==> config.mk <==
export PLATFORM = sky130hd
export DESIGN_NAME = an_reg_top
export DESIGN_NICKNAME = d
export VERILOG_FILES = /design/src/rtl/an_regs_pkg.sv /design/src/rtl/an_reg_top.sv /design/src/rtl/an_status_regs.sv /design/src/rtl/adv_ability_reg.sv /design/src/rtl/an_control_reg.sv /design/src/rtl/host_bus_ctrl.sv
export SDC_FILE = /design/constraint.sdc
export NUM_CORES = 1
export LEC_CHECK = 0
export BUFFER_PORTS_ARGS = -buffer_cell sky130_fd_sc_hd__buf_2
export CAP_MARGIN = 5
export CORE_ASPECT_RATIO = 1.1
export CORE_UTILIZATION = 50
export CTS_CLUSTER_DIAMETER = 200
export DETAILED_ROUTE_END_ITERATION = 8
export GPL_TIMING_DRIVEN = 0
export PLACE_DENSITY = 0.78
export SLEW_MARGIN = 20
export SYNTH_ARGS = -nofsm -noshare
export SYNTH_HDL_FRONTEND = slang
export SYNTH_SLANG_ARGS = --single-unit
==> constraint.sdc <==
create_clock -name clk -period 3 [get_ports clk]
set_input_delay 0 -clock clk [delete_from_list [all_inputs] [get_ports clk]]
set_output_delay 0 -clock clk [all_outputs]
set_load 0.02 [all_outputs]
==> src/rtl/an_regs_pkg.sv <==
package an_regs_pkg;

	//////////////////////////////////////////////////////////////////////
	// Widths
	//////////////////////////////////////////////////////////////////////

	// Host byte address
	typedef logic [3:0] host_addr_t;
	// Host data byte
	typedef logic [7:0] host_data_t;
	// One management register word
	typedef logic [15:0] mii_reg_t;

	//////////////////////////////////////////////////////////////////////
	// Byte addresses, low and high half of each register
	//////////////////////////////////////////////////////////////////////

	// Control
	localparam host_addr_t ADDR_CTRL_LO = 4'd0;
	localparam host_addr_t ADDR_CTRL_HI = 4'd1;
	// Status
	localparam host_addr_t ADDR_STAT_LO = 4'd2;
	localparam host_addr_t ADDR_STAT_HI = 4'd3;
	// Advertised ability
	localparam host_addr_t ADDR_ADV_LO  = 4'd8;
	localparam host_addr_t ADDR_ADV_HI  = 4'd9;
	// Link partner ability
	localparam host_addr_t ADDR_LP_LO   = 4'd10;
	localparam host_addr_t ADDR_LP_HI   = 4'd11;
	// Page received
	localparam host_addr_t ADDR_PAGE_LO = 4'd12;
	localparam host_addr_t ADDR_PAGE_HI = 4'd13;

	//////////////////////////////////////////////////////////////////////
	// Bit positions within a 16-bit word
	//////////////////////////////////////////////////////////////////////

	// Control, all three in the high byte
	localparam int CTRL_MAIN_RESET_BIT  = 15;
	localparam int CTRL_AN_ENABLE_BIT   = 12;
	localparam int CTRL_RESTART_AN_BIT  = 9;
	// Status and page
	localparam int STAT_AN_COMPLETE_BIT = 5;
	localparam int PAGE_RX_BIT          = 1;

	// Held from reset until the first mode reload
	localparam mii_reg_t ADV_RESET_VALUE = 16'h4001;

endpackage
==> src/rtl/an_reg_top.sv <==
`timescale 1ns/1ps

module an_reg_top
	import an_regs_pkg::*;
#(
	// Advertised ability after reload, PHY side
	parameter mii_reg_t ADV_INIT_PHY = 16'hd801,
	// Advertised ability after reload, MAC side
	parameter mii_reg_t ADV_INIT_MAC = 16'h4001
) (
	input  logic       clk,
	input  logic       rst_n,
	// 1 = PHY, 0 = MAC
	input  logic       sgmii_mode,

	// Host bus
	input  logic       hcs_n,
	input  logic       hwrite_n,
	input  host_addr_t haddr,
	input  host_data_t hdatain,
	output host_data_t hdataout,
	output logic       hready_n,

	// From the auto-negotiation engine
	input  logic       mr_an_complete,
	input  logic       mr_page_rx,
	input  mii_reg_t   mr_lp_adv_ability,

	// To the auto-negotiation engine
	output logic       mr_main_reset,
	output logic       mr_an_enable,
	output logic       mr_restart_an,
	output mii_reg_t   mr_adv_ability
);

	// Strobes, one cycle each
	logic       ctrl_wr_hi;
	logic       adv_wr_lo;
	logic       adv_wr_hi;
	logic       page_rd;
	host_data_t wdata;

	// Read words back into the mux
	mii_reg_t ctrl_word;
	mii_reg_t an_status_word;
	mii_reg_t page_word;

	host_bus_ctrl i_host_bus_ctrl (
		.clk            (clk),
		.rst_n          (rst_n),
		.hcs_n          (hcs_n),
		.hwrite_n       (hwrite_n),
		.haddr          (haddr),
		.hdatain        (hdatain),
		.ctrl_word      (ctrl_word),
		.an_status_word (an_status_word),
		.adv_word       (mr_adv_ability),
		.lp_word        (mr_lp_adv_ability),
		.page_word      (page_word),
		.hdataout       (hdataout),
		.hready_n       (hready_n),
		.wdata          (wdata),
		.ctrl_wr_hi     (ctrl_wr_hi),
		.adv_wr_lo      (adv_wr_lo),
		.adv_wr_hi      (adv_wr_hi),
		.page_rd        (page_rd)
	);

	an_control_reg i_an_control_reg (
		.clk           (clk),
		.rst_n         (rst_n),
		.ctrl_wr_hi    (ctrl_wr_hi),
		.wdata         (wdata),
		.ctrl_word     (ctrl_word),
		.mr_main_reset (mr_main_reset),
		.mr_an_enable  (mr_an_enable),
		.mr_restart_an (mr_restart_an)
	);

	adv_ability_reg #(
		.ADV_INIT_PHY (ADV_INIT_PHY),
		.ADV_INIT_MAC (ADV_INIT_MAC)
	) i_adv_ability_reg (
		.clk            (clk),
		.rst_n          (rst_n),
		.sgmii_mode     (sgmii_mode),
		.adv_wr_lo      (adv_wr_lo),
		.adv_wr_hi      (adv_wr_hi),
		.wdata          (wdata),
		.mr_adv_ability (mr_adv_ability)
	);

	an_status_regs i_an_status_regs (
		.clk            (clk),
		.rst_n          (rst_n),
		.mr_an_complete (mr_an_complete),
		.mr_page_rx     (mr_page_rx),
		.page_rd        (page_rd),
		.an_status_word (an_status_word),
		.page_word      (page_word)
	);

endmodule

==> src/rtl/an_status_regs.sv <==
`timescale 1ns/1ps

module an_status_regs
	import an_regs_pkg::*;
(
	input  logic     clk,
	input  logic     rst_n,
	input  logic     mr_an_complete,
	input  logic     mr_page_rx,
	// Read strobe on the page low byte
	input  logic     page_rd,
	output mii_reg_t an_status_word,
	output mii_reg_t page_word
);

	logic page_latched;
	logic rd_detect;
	logic rd_d1;
	logic rd_d2;
	logic clear_on_read;

	// Complete bit only, rest reads zero
	always_comb begin
		an_status_word = '0;
		an_status_word[STAT_AN_COMPLETE_BIT] = mr_an_complete;
	end

	//////////////////////////////////////////////////////////////////////
	// Clear on read
	//////////////////////////////////////////////////////////////////////

	// Clear lands well after the read data was sampled
	always_ff @(posedge clk or negedge rst_n) begin
		if (!rst_n) begin
			rd_detect     <= 1'b0;
			rd_d1         <= 1'b0;
			rd_d2         <= 1'b0;
			clear_on_read <= 1'b0;
		end else begin
			rd_detect     <= page_rd;
			rd_d1         <= rd_detect;
			rd_d2         <= rd_d1;
			// Falling edge of the last stage
			clear_on_read <= rd_d2 & ~rd_d1;
		end
	end

	// Latch, clear wins over a new page
	always_ff @(posedge clk or negedge rst_n) begin
		if (!rst_n)
			page_latched <= 1'b0;
		else if (clear_on_read)
			page_latched <= 1'b0;
		else if (mr_page_rx)
			page_latched <= 1'b1;
	end

	always_comb begin
		page_word = '0;
		page_word[PAGE_RX_BIT] = page_latched;
	end

endmodule

==> src/rtl/adv_ability_reg.sv <==
`timescale 1ns/1ps

module adv_ability_reg
	import an_regs_pkg::*;
#(
	parameter mii_reg_t ADV_INIT_PHY = 16'hd801,
	parameter mii_reg_t ADV_INIT_MAC = 16'h4001
) (
	input  logic       clk,
	input  logic       rst_n,
	// Asynchronous to clk
	input  logic       sgmii_mode,
	input  logic       adv_wr_lo,
	input  logic       adv_wr_hi,
	input  host_data_t wdata,
	output mii_reg_t   mr_adv_ability
);

	// Power-up chain, fills with ones after reset
	logic [7:0] pwr_chain;
	logic       pwr_load;

	// Mode synchronizer, delay and change flag
	logic mode_s1;
	logic mode_s2;
	logic mode_d3;
	logic mode_change;

	logic     reload;
	mii_reg_t init_val;

	//////////////////////////////////////////////////////////////////////
	// One-time reload after reset
	//////////////////////////////////////////////////////////////////////

	// Pulse on the rising edge of the last stage
	always_ff @(posedge clk or negedge rst_n) begin
		if (!rst_n) begin
			pwr_chain <= '0;
			pwr_load  <= 1'b0;
		end else begin
			pwr_chain <= {pwr_chain[6:0], 1'b1};
			pwr_load  <= pwr_chain[6] & ~pwr_chain[7];
		end
	end

	//////////////////////////////////////////////////////////////////////
	// Mode change
	//////////////////////////////////////////////////////////////////////

	always_ff @(posedge clk or negedge rst_n) begin
		if (!rst_n) begin
			mode_s1     <= 1'b0;
			mode_s2     <= 1'b0;
			mode_d3     <= 1'b0;
			mode_change <= 1'b0;
		end else begin
			// Two-flop synchronizer
			mode_s1     <= sgmii_mode;
			mode_s2     <= mode_s1;
			// Delay, then compare
			mode_d3     <= mode_s2;
			mode_change <= mode_s2 ^ mode_d3;
		end
	end

	assign reload   = pwr_load | mode_change;
	// Synchronized mode picks the image
	assign init_val = mode_s2 ? ADV_INIT_PHY : ADV_INIT_MAC;

	//////////////////////////////////////////////////////////////////////
	// Register, reload beats a host write
	//////////////////////////////////////////////////////////////////////

	always_ff @(posedge clk or negedge rst_n) begin
		if (!rst_n) begin
			mr_adv_ability <= ADV_RESET_VALUE;
		end else if (reload) begin
			mr_adv_ability <= init_val;
		end else if (mode_s2) begin
			// Writable only from the PHY side
			if (adv_wr_lo)
				mr_adv_ability[7:0] <= wdata;
			if (adv_wr_hi)
				mr_adv_ability[15:8] <= wdata;
		end
	end

endmodule

==> src/rtl/an_control_reg.sv <==
`timescale 1ns/1ps

module an_control_reg
	import an_regs_pkg::*;
(
	input  logic       clk,
	input  logic       rst_n,
	input  logic       ctrl_wr_hi,
	// High byte of the word, bits 15..8
	input  host_data_t wdata,
	output mii_reg_t   ctrl_word,
	output logic       mr_main_reset,
	output logic       mr_an_enable,
	output logic       mr_restart_an
);

	// One-cycle copies for the self clear
	logic main_reset_d;
	logic restart_an_d;

	// Write, then clear once the delayed copy is seen
	always_ff @(posedge clk or negedge rst_n) begin
		if (!rst_n) begin
			mr_main_reset <= 1'b0;
			mr_an_enable  <= 1'b1;
			mr_restart_an <= 1'b0;
			main_reset_d  <= 1'b0;
			restart_an_d  <= 1'b0;
		end else begin
			if (ctrl_wr_hi) begin
				mr_main_reset <= wdata[CTRL_MAIN_RESET_BIT - 8];
				mr_an_enable  <= wdata[CTRL_AN_ENABLE_BIT - 8];
				mr_restart_an <= wdata[CTRL_RESTART_AN_BIT - 8];
			end
			main_reset_d <= mr_main_reset;
			restart_an_d <= mr_restart_an;
			// Net result is a two-cycle pulse
			if (main_reset_d)
				mr_main_reset <= 1'b0;
			if (restart_an_d)
				mr_restart_an <= 1'b0;
		end
	end

	// Unimplemented bits read zero
	always_comb begin
		ctrl_word = '0;
		ctrl_word[CTRL_MAIN_RESET_BIT] = mr_main_reset;
		ctrl_word[CTRL_AN_ENABLE_BIT]  = mr_an_enable;
		ctrl_word[CTRL_RESTART_AN_BIT] = mr_restart_an;
	end

endmodule

==> src/rtl/host_bus_ctrl.sv <==
`timescale 1ns/1ps

module host_bus_ctrl
	import an_regs_pkg::*;
(
	input  logic       clk,
	input  logic       rst_n,

	// Host side
	input  logic       hcs_n,
	input  logic       hwrite_n,
	input  host_addr_t haddr,
	input  host_data_t hdatain,
	output host_data_t hdataout,
	output logic       hready_n,

	// Register words for the read mux
	input  mii_reg_t   ctrl_word,
	input  mii_reg_t   an_status_word,
	input  mii_reg_t   adv_word,
	input  mii_reg_t   lp_word,
	input  mii_reg_t   page_word,

	// Register side strobes
	output host_data_t wdata,
	output logic       ctrl_wr_hi,
	output logic       adv_wr_lo,
	output logic       adv_wr_hi,
	output logic       page_rd
);

	logic hcs_n_d;
	// High for the one cycle after chip select is first seen low
	logic ack_pulse;
	logic ack_wr;
	logic ack_rd;

	//////////////////////////////////////////////////////////////////////
	// Handshake
	//////////////////////////////////////////////////////////////////////

	// Falling edge of chip select gives the acknowledge,
	// ready follows one cycle later
	always_ff @(posedge clk or negedge rst_n) begin
		if (!rst_n) begin
			hcs_n_d   <= 1'b1;
			ack_pulse <= 1'b0;
			hready_n  <= 1'b1;
		end else begin
			hcs_n_d   <= hcs_n;
			ack_pulse <= ~hcs_n & hcs_n_d;
			hready_n  <= ~ack_pulse;
		end
	end

	//////////////////////////////////////////////////////////////////////
	// Address decode, only in the acknowledge cycle
	//////////////////////////////////////////////////////////////////////

	assign ack_wr = ack_pulse & ~hwrite_n;
	assign ack_rd = ack_pulse & hwrite_n;

	// Control low byte has nothing writable
	assign ctrl_wr_hi = ack_wr & (haddr == ADDR_CTRL_HI);
	assign adv_wr_lo  = ack_wr & (haddr == ADDR_ADV_LO);
	assign adv_wr_hi  = ack_wr & (haddr == ADDR_ADV_HI);
	// Page latch clears on a read of its low byte
	assign page_rd    = ack_rd & (haddr == ADDR_PAGE_LO);

	// Same byte lands in whichever half is strobed
	assign wdata = hdatain;

	//////////////////////////////////////////////////////////////////////
	// Read mux
	//////////////////////////////////////////////////////////////////////

	// Sampled every cycle, stable by the time ready is low
	always_ff @(posedge clk or negedge rst_n) begin
		if (!rst_n) begin
			hdataout <= '0;
		end else begin
			case (haddr)
				ADDR_CTRL_LO: hdataout <= ctrl_word[7:0];
				ADDR_CTRL_HI: hdataout <= ctrl_word[15:8];
				ADDR_STAT_LO: hdataout <= an_status_word[7:0];
				ADDR_STAT_HI: hdataout <= an_status_word[15:8];
				ADDR_ADV_LO:  hdataout <= adv_word[7:0];
				ADDR_ADV_HI:  hdataout <= adv_word[15:8];
				ADDR_LP_LO:   hdataout <= lp_word[7:0];
				ADDR_LP_HI:   hdataout <= lp_word[15:8];
				ADDR_PAGE_LO: hdataout <= page_word[7:0];
				ADDR_PAGE_HI: hdataout <= page_word[15:8];
				// Unmapped holes read zero
				default:      hdataout <= '0;
			endcase
		end
	end

endmodule

After elaboration in Yosys (flattened, before gate mapping) --
Index checks and enable logic that the tools add are counted.
Storage, ports and cells: register bits 50, bits of input ports 35, output and inout port bits 28, word-level logic and storage cells 65
Operators by class: equal/unequal tests 7, muxes and demuxes 12, bitwise logic cells 16, reductions and logical operators 8
Operator list (number):
- $pmux W8 S7 | 1
- $mux W16 | 3
- $eq A4 B4 Y1 const B | 5
- $mux W8 | 2
- $reduce_bool A2 Y1 | 6
- $and A1 B1 Y1 | 9
- $mux W1 | 6
- $not A1 Y1 | 5
- $eq A4 B1 Y1 const B | 1
- $eq A4 B2 Y1 const B | 1
- $reduce_and A2 Y1 | 2
- $or A1 B1 Y1 | 1
- $xor A1 B1 Y1 | 1

Logic depth before layout (Yosys ltp) --
word-level depth 6, mapped depth 5, mapped depth without buffers 3

Cells and area by module --
Synthesis repeated with hierarchy kept, for this count alone.
Unflattened totals: cell total of the unflattened synthesis 316, area, all modules 3233.1 um^2
By module, submodules not included:
- host_bus_ctrl | instances 1, cells each 159, area each 1417.6 um^2, sequential area each 277.8 um^2
- adv_ability_reg | instances 1, cells each 90, area each 1141.1 um^2, sequential area each 728.2 um^2
- an_status_regs | instances 1, cells each 40, area each 385.4 um^2, sequential area each 125.1 um^2
- an_control_reg | instances 1, cells each 27, area each 289.0 um^2, sequential area each 126.4 um^2

Least setup slack after synthesis --
Ideal clock, no wire load.
path type reg2reg, start register i_an_control_reg.mr_restart_an, end register i_host_bus_ctrl.hdataout[1], library setup time 0.067 ns, data arrival time 1.166 ns, required time 2.933 ns, slack 1.767 ns, cell stages (with the launch flop) 4, buffers on the path 0, period minus slack after synthesis 1.233 ns, cell sequence dfrtp_1 -> or4bb_1 -> a21oi_1 -> a311o_1
Between the ends: longest elaborated chain between the ends 1
RTL lines:
- from (decl) | line an_control_reg.sv:14 | output logic mr_restart_an
- from (signal assigned) | line an_control_reg.sv:33 | mr_restart_an <= wdata[CTRL_RESTART_AN_BIT - 8];
- $pmux W8 S7 | line host_bus_ctrl.sv:82 | case (haddr)
- to (signal assigned) | line host_bus_ctrl.sv:83 | ADDR_CTRL_LO: hdataout <= ctrl_word[7:0];
- to (signal assigned) | line host_bus_ctrl.sv:84 | ADDR_CTRL_HI: hdataout <= ctrl_word[15:8];
- to (signal assigned) | line host_bus_ctrl.sv:85 | ADDR_STAT_LO: hdataout <= an_status_word[7:0];
- to (decl) | line host_bus_ctrl.sv:14 | output host_data_t hdataout,
Every way passes these cells. A chain may end at the register's enable or synchronous reset.

Worst setup path in the final report --
start register i_host_bus_ctrl.ack_pulse, end register i_adv_ability_reg.mr_adv_ability[9]
Between the ends: longest elaborated chain between the ends 4
RTL lines:
- from (decl) | line host_bus_ctrl.sv:34 | logic ack_pulse;
- from (signal assigned) | line host_bus_ctrl.sv:51 | ack_pulse <= ~hcs_n & hcs_n_d;
- $and A1 B1 Y1 | line host_bus_ctrl.sv:60 | assign ack_wr = ack_pulse & ~hwrite_n;
- $and A1 B1 Y1 | line host_bus_ctrl.sv:66 | assign adv_wr_hi = ack_wr & (haddr == ADDR_ADV_HI);
- $reduce_bool A2 Y1 (no source line)
- $reduce_and A2 Y1 (no source line)
- to (signal assigned) | line adv_ability_reg.sv:79 | mr_adv_ability <= init_val;
- to (signal assigned) | line adv_ability_reg.sv:85 | mr_adv_ability[15:8] <= wdata;
- to (decl) | line adv_ability_reg.sv:16 | output mii_reg_t mr_adv_ability
Every way passes these cells.

==> impl_metrics.json <==
{
  "grt_pass1_wl_um": 8135,
  "cts-root-buf": "clkbuf_8",
  "synth_top_area_share": 0.5376,
  "overflow": 0,
  "ys_seq_area_frac": 0.6004,
  "layout_min_cycle_time_ns": 1.494,
  "ant_nets": 0,
  "cts_buffers": 5,
  "r2r_cells": 4,
  "clockBufferDepth": 2,
  "start_util": 0.5244,
  "grt_setup_unrepaired": "no",
  "yosysMostFrequentCell": "dfrtp_1",
  "finalClockSkew_ns": 0.005805,
  "clock_latency_ns": 0.31,
  "synth_commonest_cells": "45 x dfrtp_1, 21 x nand3_1, 14 x a21oi_1",
  "timing.final.crit_share": 0.4981,
  "crit_path_end_kind": "flop",
  "cts_resized": 0,
  "drtIter0Drc": 153,
  "internal_power_uw": 1029,
  "post-route-util": 0.6920,
  "finalMaxSlewViolations": 0,
  "first_global_vias": 1723,
  "required_ns": 3.23,
  "ys_types": 42,
  "reg.largest.list": "i_adv_ability_reg.mr_adv_ability: 16 flops, i_adv_ability_reg.pwr_chain: 8 flops, i_host_bus_ctrl.hdataout: 8 flops",
  "clk_pin_slew_ns": 0.09,
  "ys_async_sr_fraction": 1.000,
  "rows": 24,
  "synth_edf_count": 0,
  "netlist_area_mm2": 0.002095,
  "cts_htree_levels": 2,
  "worst_pin_slew_ns": 0.6034,
  "peakVddDrop_v": 0.0003579,
  "num_io_pins": 63,
  "p_comb_frac": 0.128,
  "critical_path_class": "flop to flop",
  "routed_via_density": 5.567,
  "cts_hold_buf": 17,
  "setup_viol": 0,
  "ys_seq_elements": 50,
  "swShare": 0.2497,
  "final-hold-violation-count": 0,
  "power_per_cell_area_mw_per_mm2": 496.2,
  "die_w_um": 63.71,
  "ys.warnings.count": 0,
  "synth_nets": 218,
  "max_flop_register": "i_adv_ability_reg.mr_adv_ability",
  "io_buffers": 61,
  "drt-total-wl_um": 5151,
  "seq_power_share": 0.528,
  "track_usage": 0.2430,
  "fp.dieArea_mm2": 0.004452,
  "min_path_cells": 3,
  "cp-start-kind": "flop",
  "dpl.hpwl_um": 3536,
  "worstPathArrival_ns": 1.72,
  "wl_per_cell_um": 15.95,
  "maxSlewHeadroom": 0.5961,
  "max_cap_viol_count": 0,
  "largest_reg_flops": 16,
  "pwr-share-clk": 0.345,
  "synth_area_leaders": "dfrtp_1 54%, dfstp_2 6.3%, nand3_1 5.0%",
  "firstDrtPassIters": 4,
  "hp-class": "input port to flop",
  "p_sw_uw": 342.5,
  "syn_inst": 183,
  "place_congestion": 0.8380,
  "antenna_found_initial": 0,
  "cts_tree": "done",
  "power.leakage_uw": 0.001300,
  "fmax_ghz": 0.6693,
  "grt_max_degree": 51,
  "yosysTopAreaCell": "dfrtp_1",
  "dieHeight_um": 69.88,
  "critPathMaxFanout": 10,
  "postCtsSetupRepairBufs": 0,
  "avgSynthCellArea_um2": 11.45,
  "route.detailed.drc": 0,
  "nNetsFinal": 304,
  "fill_cells": 305,
  "num_vias": 1798,
  "clock_sinks": 50,
  "syn_to_final_growth_pct": 31.96,
  "yosys_most_used_dff": "dfrtp_1",
  "setup_tns_ns": 0,
  "drive_gt1_frac": 0.3407,
  "status": "complete, no violations",
  "fp.coreArea_mm2": 0.003994
}
-- stage by stage --
stage | setup WS [ns] | cell area, um^2 | cells | hold WS (ns) | power [uW]
floorplan | 1.767 | 2095 | 183 | -0.2956 | 815.8
global placement | 1.578 | 2465 | 296 | 0.1094 | 890.3
detailed placement | 1.542 | 2465 | 296 | 0.1097 | 892.9
CTS | 1.512 | 2749 | 321 | 0.004995 | 1381
global route | 1.365 | 2761 | 322 | 0.07158 | 1421
finish | 1.506 | 2764 | 323 | 0.04436 | 1372
-- logic make-up after synthesis --
logic type      Yosys count  synth area share
compound gates           50            0.1398
xor+xnor                  1          0.004182
buf+inv                  16           0.03584
flops                    50            0.6004
mux                       9           0.04719
other cells               1          0.001790
simple gates             56            0.1708
-- worst max-delay path: stages (launching register included) --
cell	delay, ns
dfrtp_1	0.45
nand3b_1	0.25
clkbuf_1	0.40
o21ai_0	0.13
a21oi_1	0.18
-- metal layers --
layer / up-vias / GRT usage / share of wire
met1: 872 / 0.3083 / 0.42
met3: 18 / 0.05719 / 0.052
li1: 839 / - / -
met2: 69 / 0.3924 / 0.50
met5: - / 0 / 0
met4: 0 / 0.1111 / 0.029
-- layout make-up --
type	instances	area [um^2]	share of cell area
Clock buffer	5	68.82	0.02490
Clock inverter	3	45.04	0.01630
Timing Repair Buffer	79	488.0	0.1766
Sequential cell	50	1257	0.4550
Multi-Input combinational cell	117	762.0	0.2757
Buffer	12	60.06	0.02173
Inverter	4	15.01	0.005432
Antenna cell	1	2.502	0.0009054
Tap cell	52	65.06	0.02354
-- worst paths after layout --
kind / slack [ns] / start / end
min in group asynchronous: 0.23 / rst_n / i_an_status_regs.rd_d2
worst min register to register: 0.36 / i_adv_ability_reg.mode_s1 / i_adv_ability_reg.mode_s2
worst max-delay path: 1.51 / i_host_bus_ctrl.ack_pulse / i_adv_ability_reg.mr_adv_ability[9]
max in group asynchronous: 2.37 / rst_n / i_adv_ability_reg.mr_adv_ability[10]
worst min-delay path: 0.04 / mr_an_complete / i_host_bus_ctrl.hdataout[5]
worst max register to register: 1.51 / i_host_bus_ctrl.ack_pulse / i_adv_ability_reg.mr_adv_ability[9]
-- power by group through the flow --
stage / sequential [uW] / combinational (uW) / clock [uW]
floorplan: 755 / 61.1 / 0
global route: 728 / 190 / 503
finish: 724 / 175 / 473
global placement: 737 / 153 / 0
CTS: 724 / 173 / 483
detailed placement: 737 / 156 / 0
-- cell usage in the layout (no fill, tap or decap), types with 2 or more instances in the layout --
cell           instances
a21oi_1               14
a22oi_1                4
a31oi_1                4
a32oi_1                2
and3b_1                2
buf_2                 66
clkbuf_1               5
clkbuf_8               5
clkinvlp_4             2
dfrtp_1               45
dfstp_2                5
dlygate4sd3_1         18
inv_1                  4
mux2_1                 2
mux2_2                 5
mux2i_1                2
nand2_1                8
nand3_1               21
nand3b_1               2
nor2_1                 4
nor2b_1                4
nor3b_1                2
o21ai_0               11
o21ai_1               10
(Power assumes the default switching activity.)
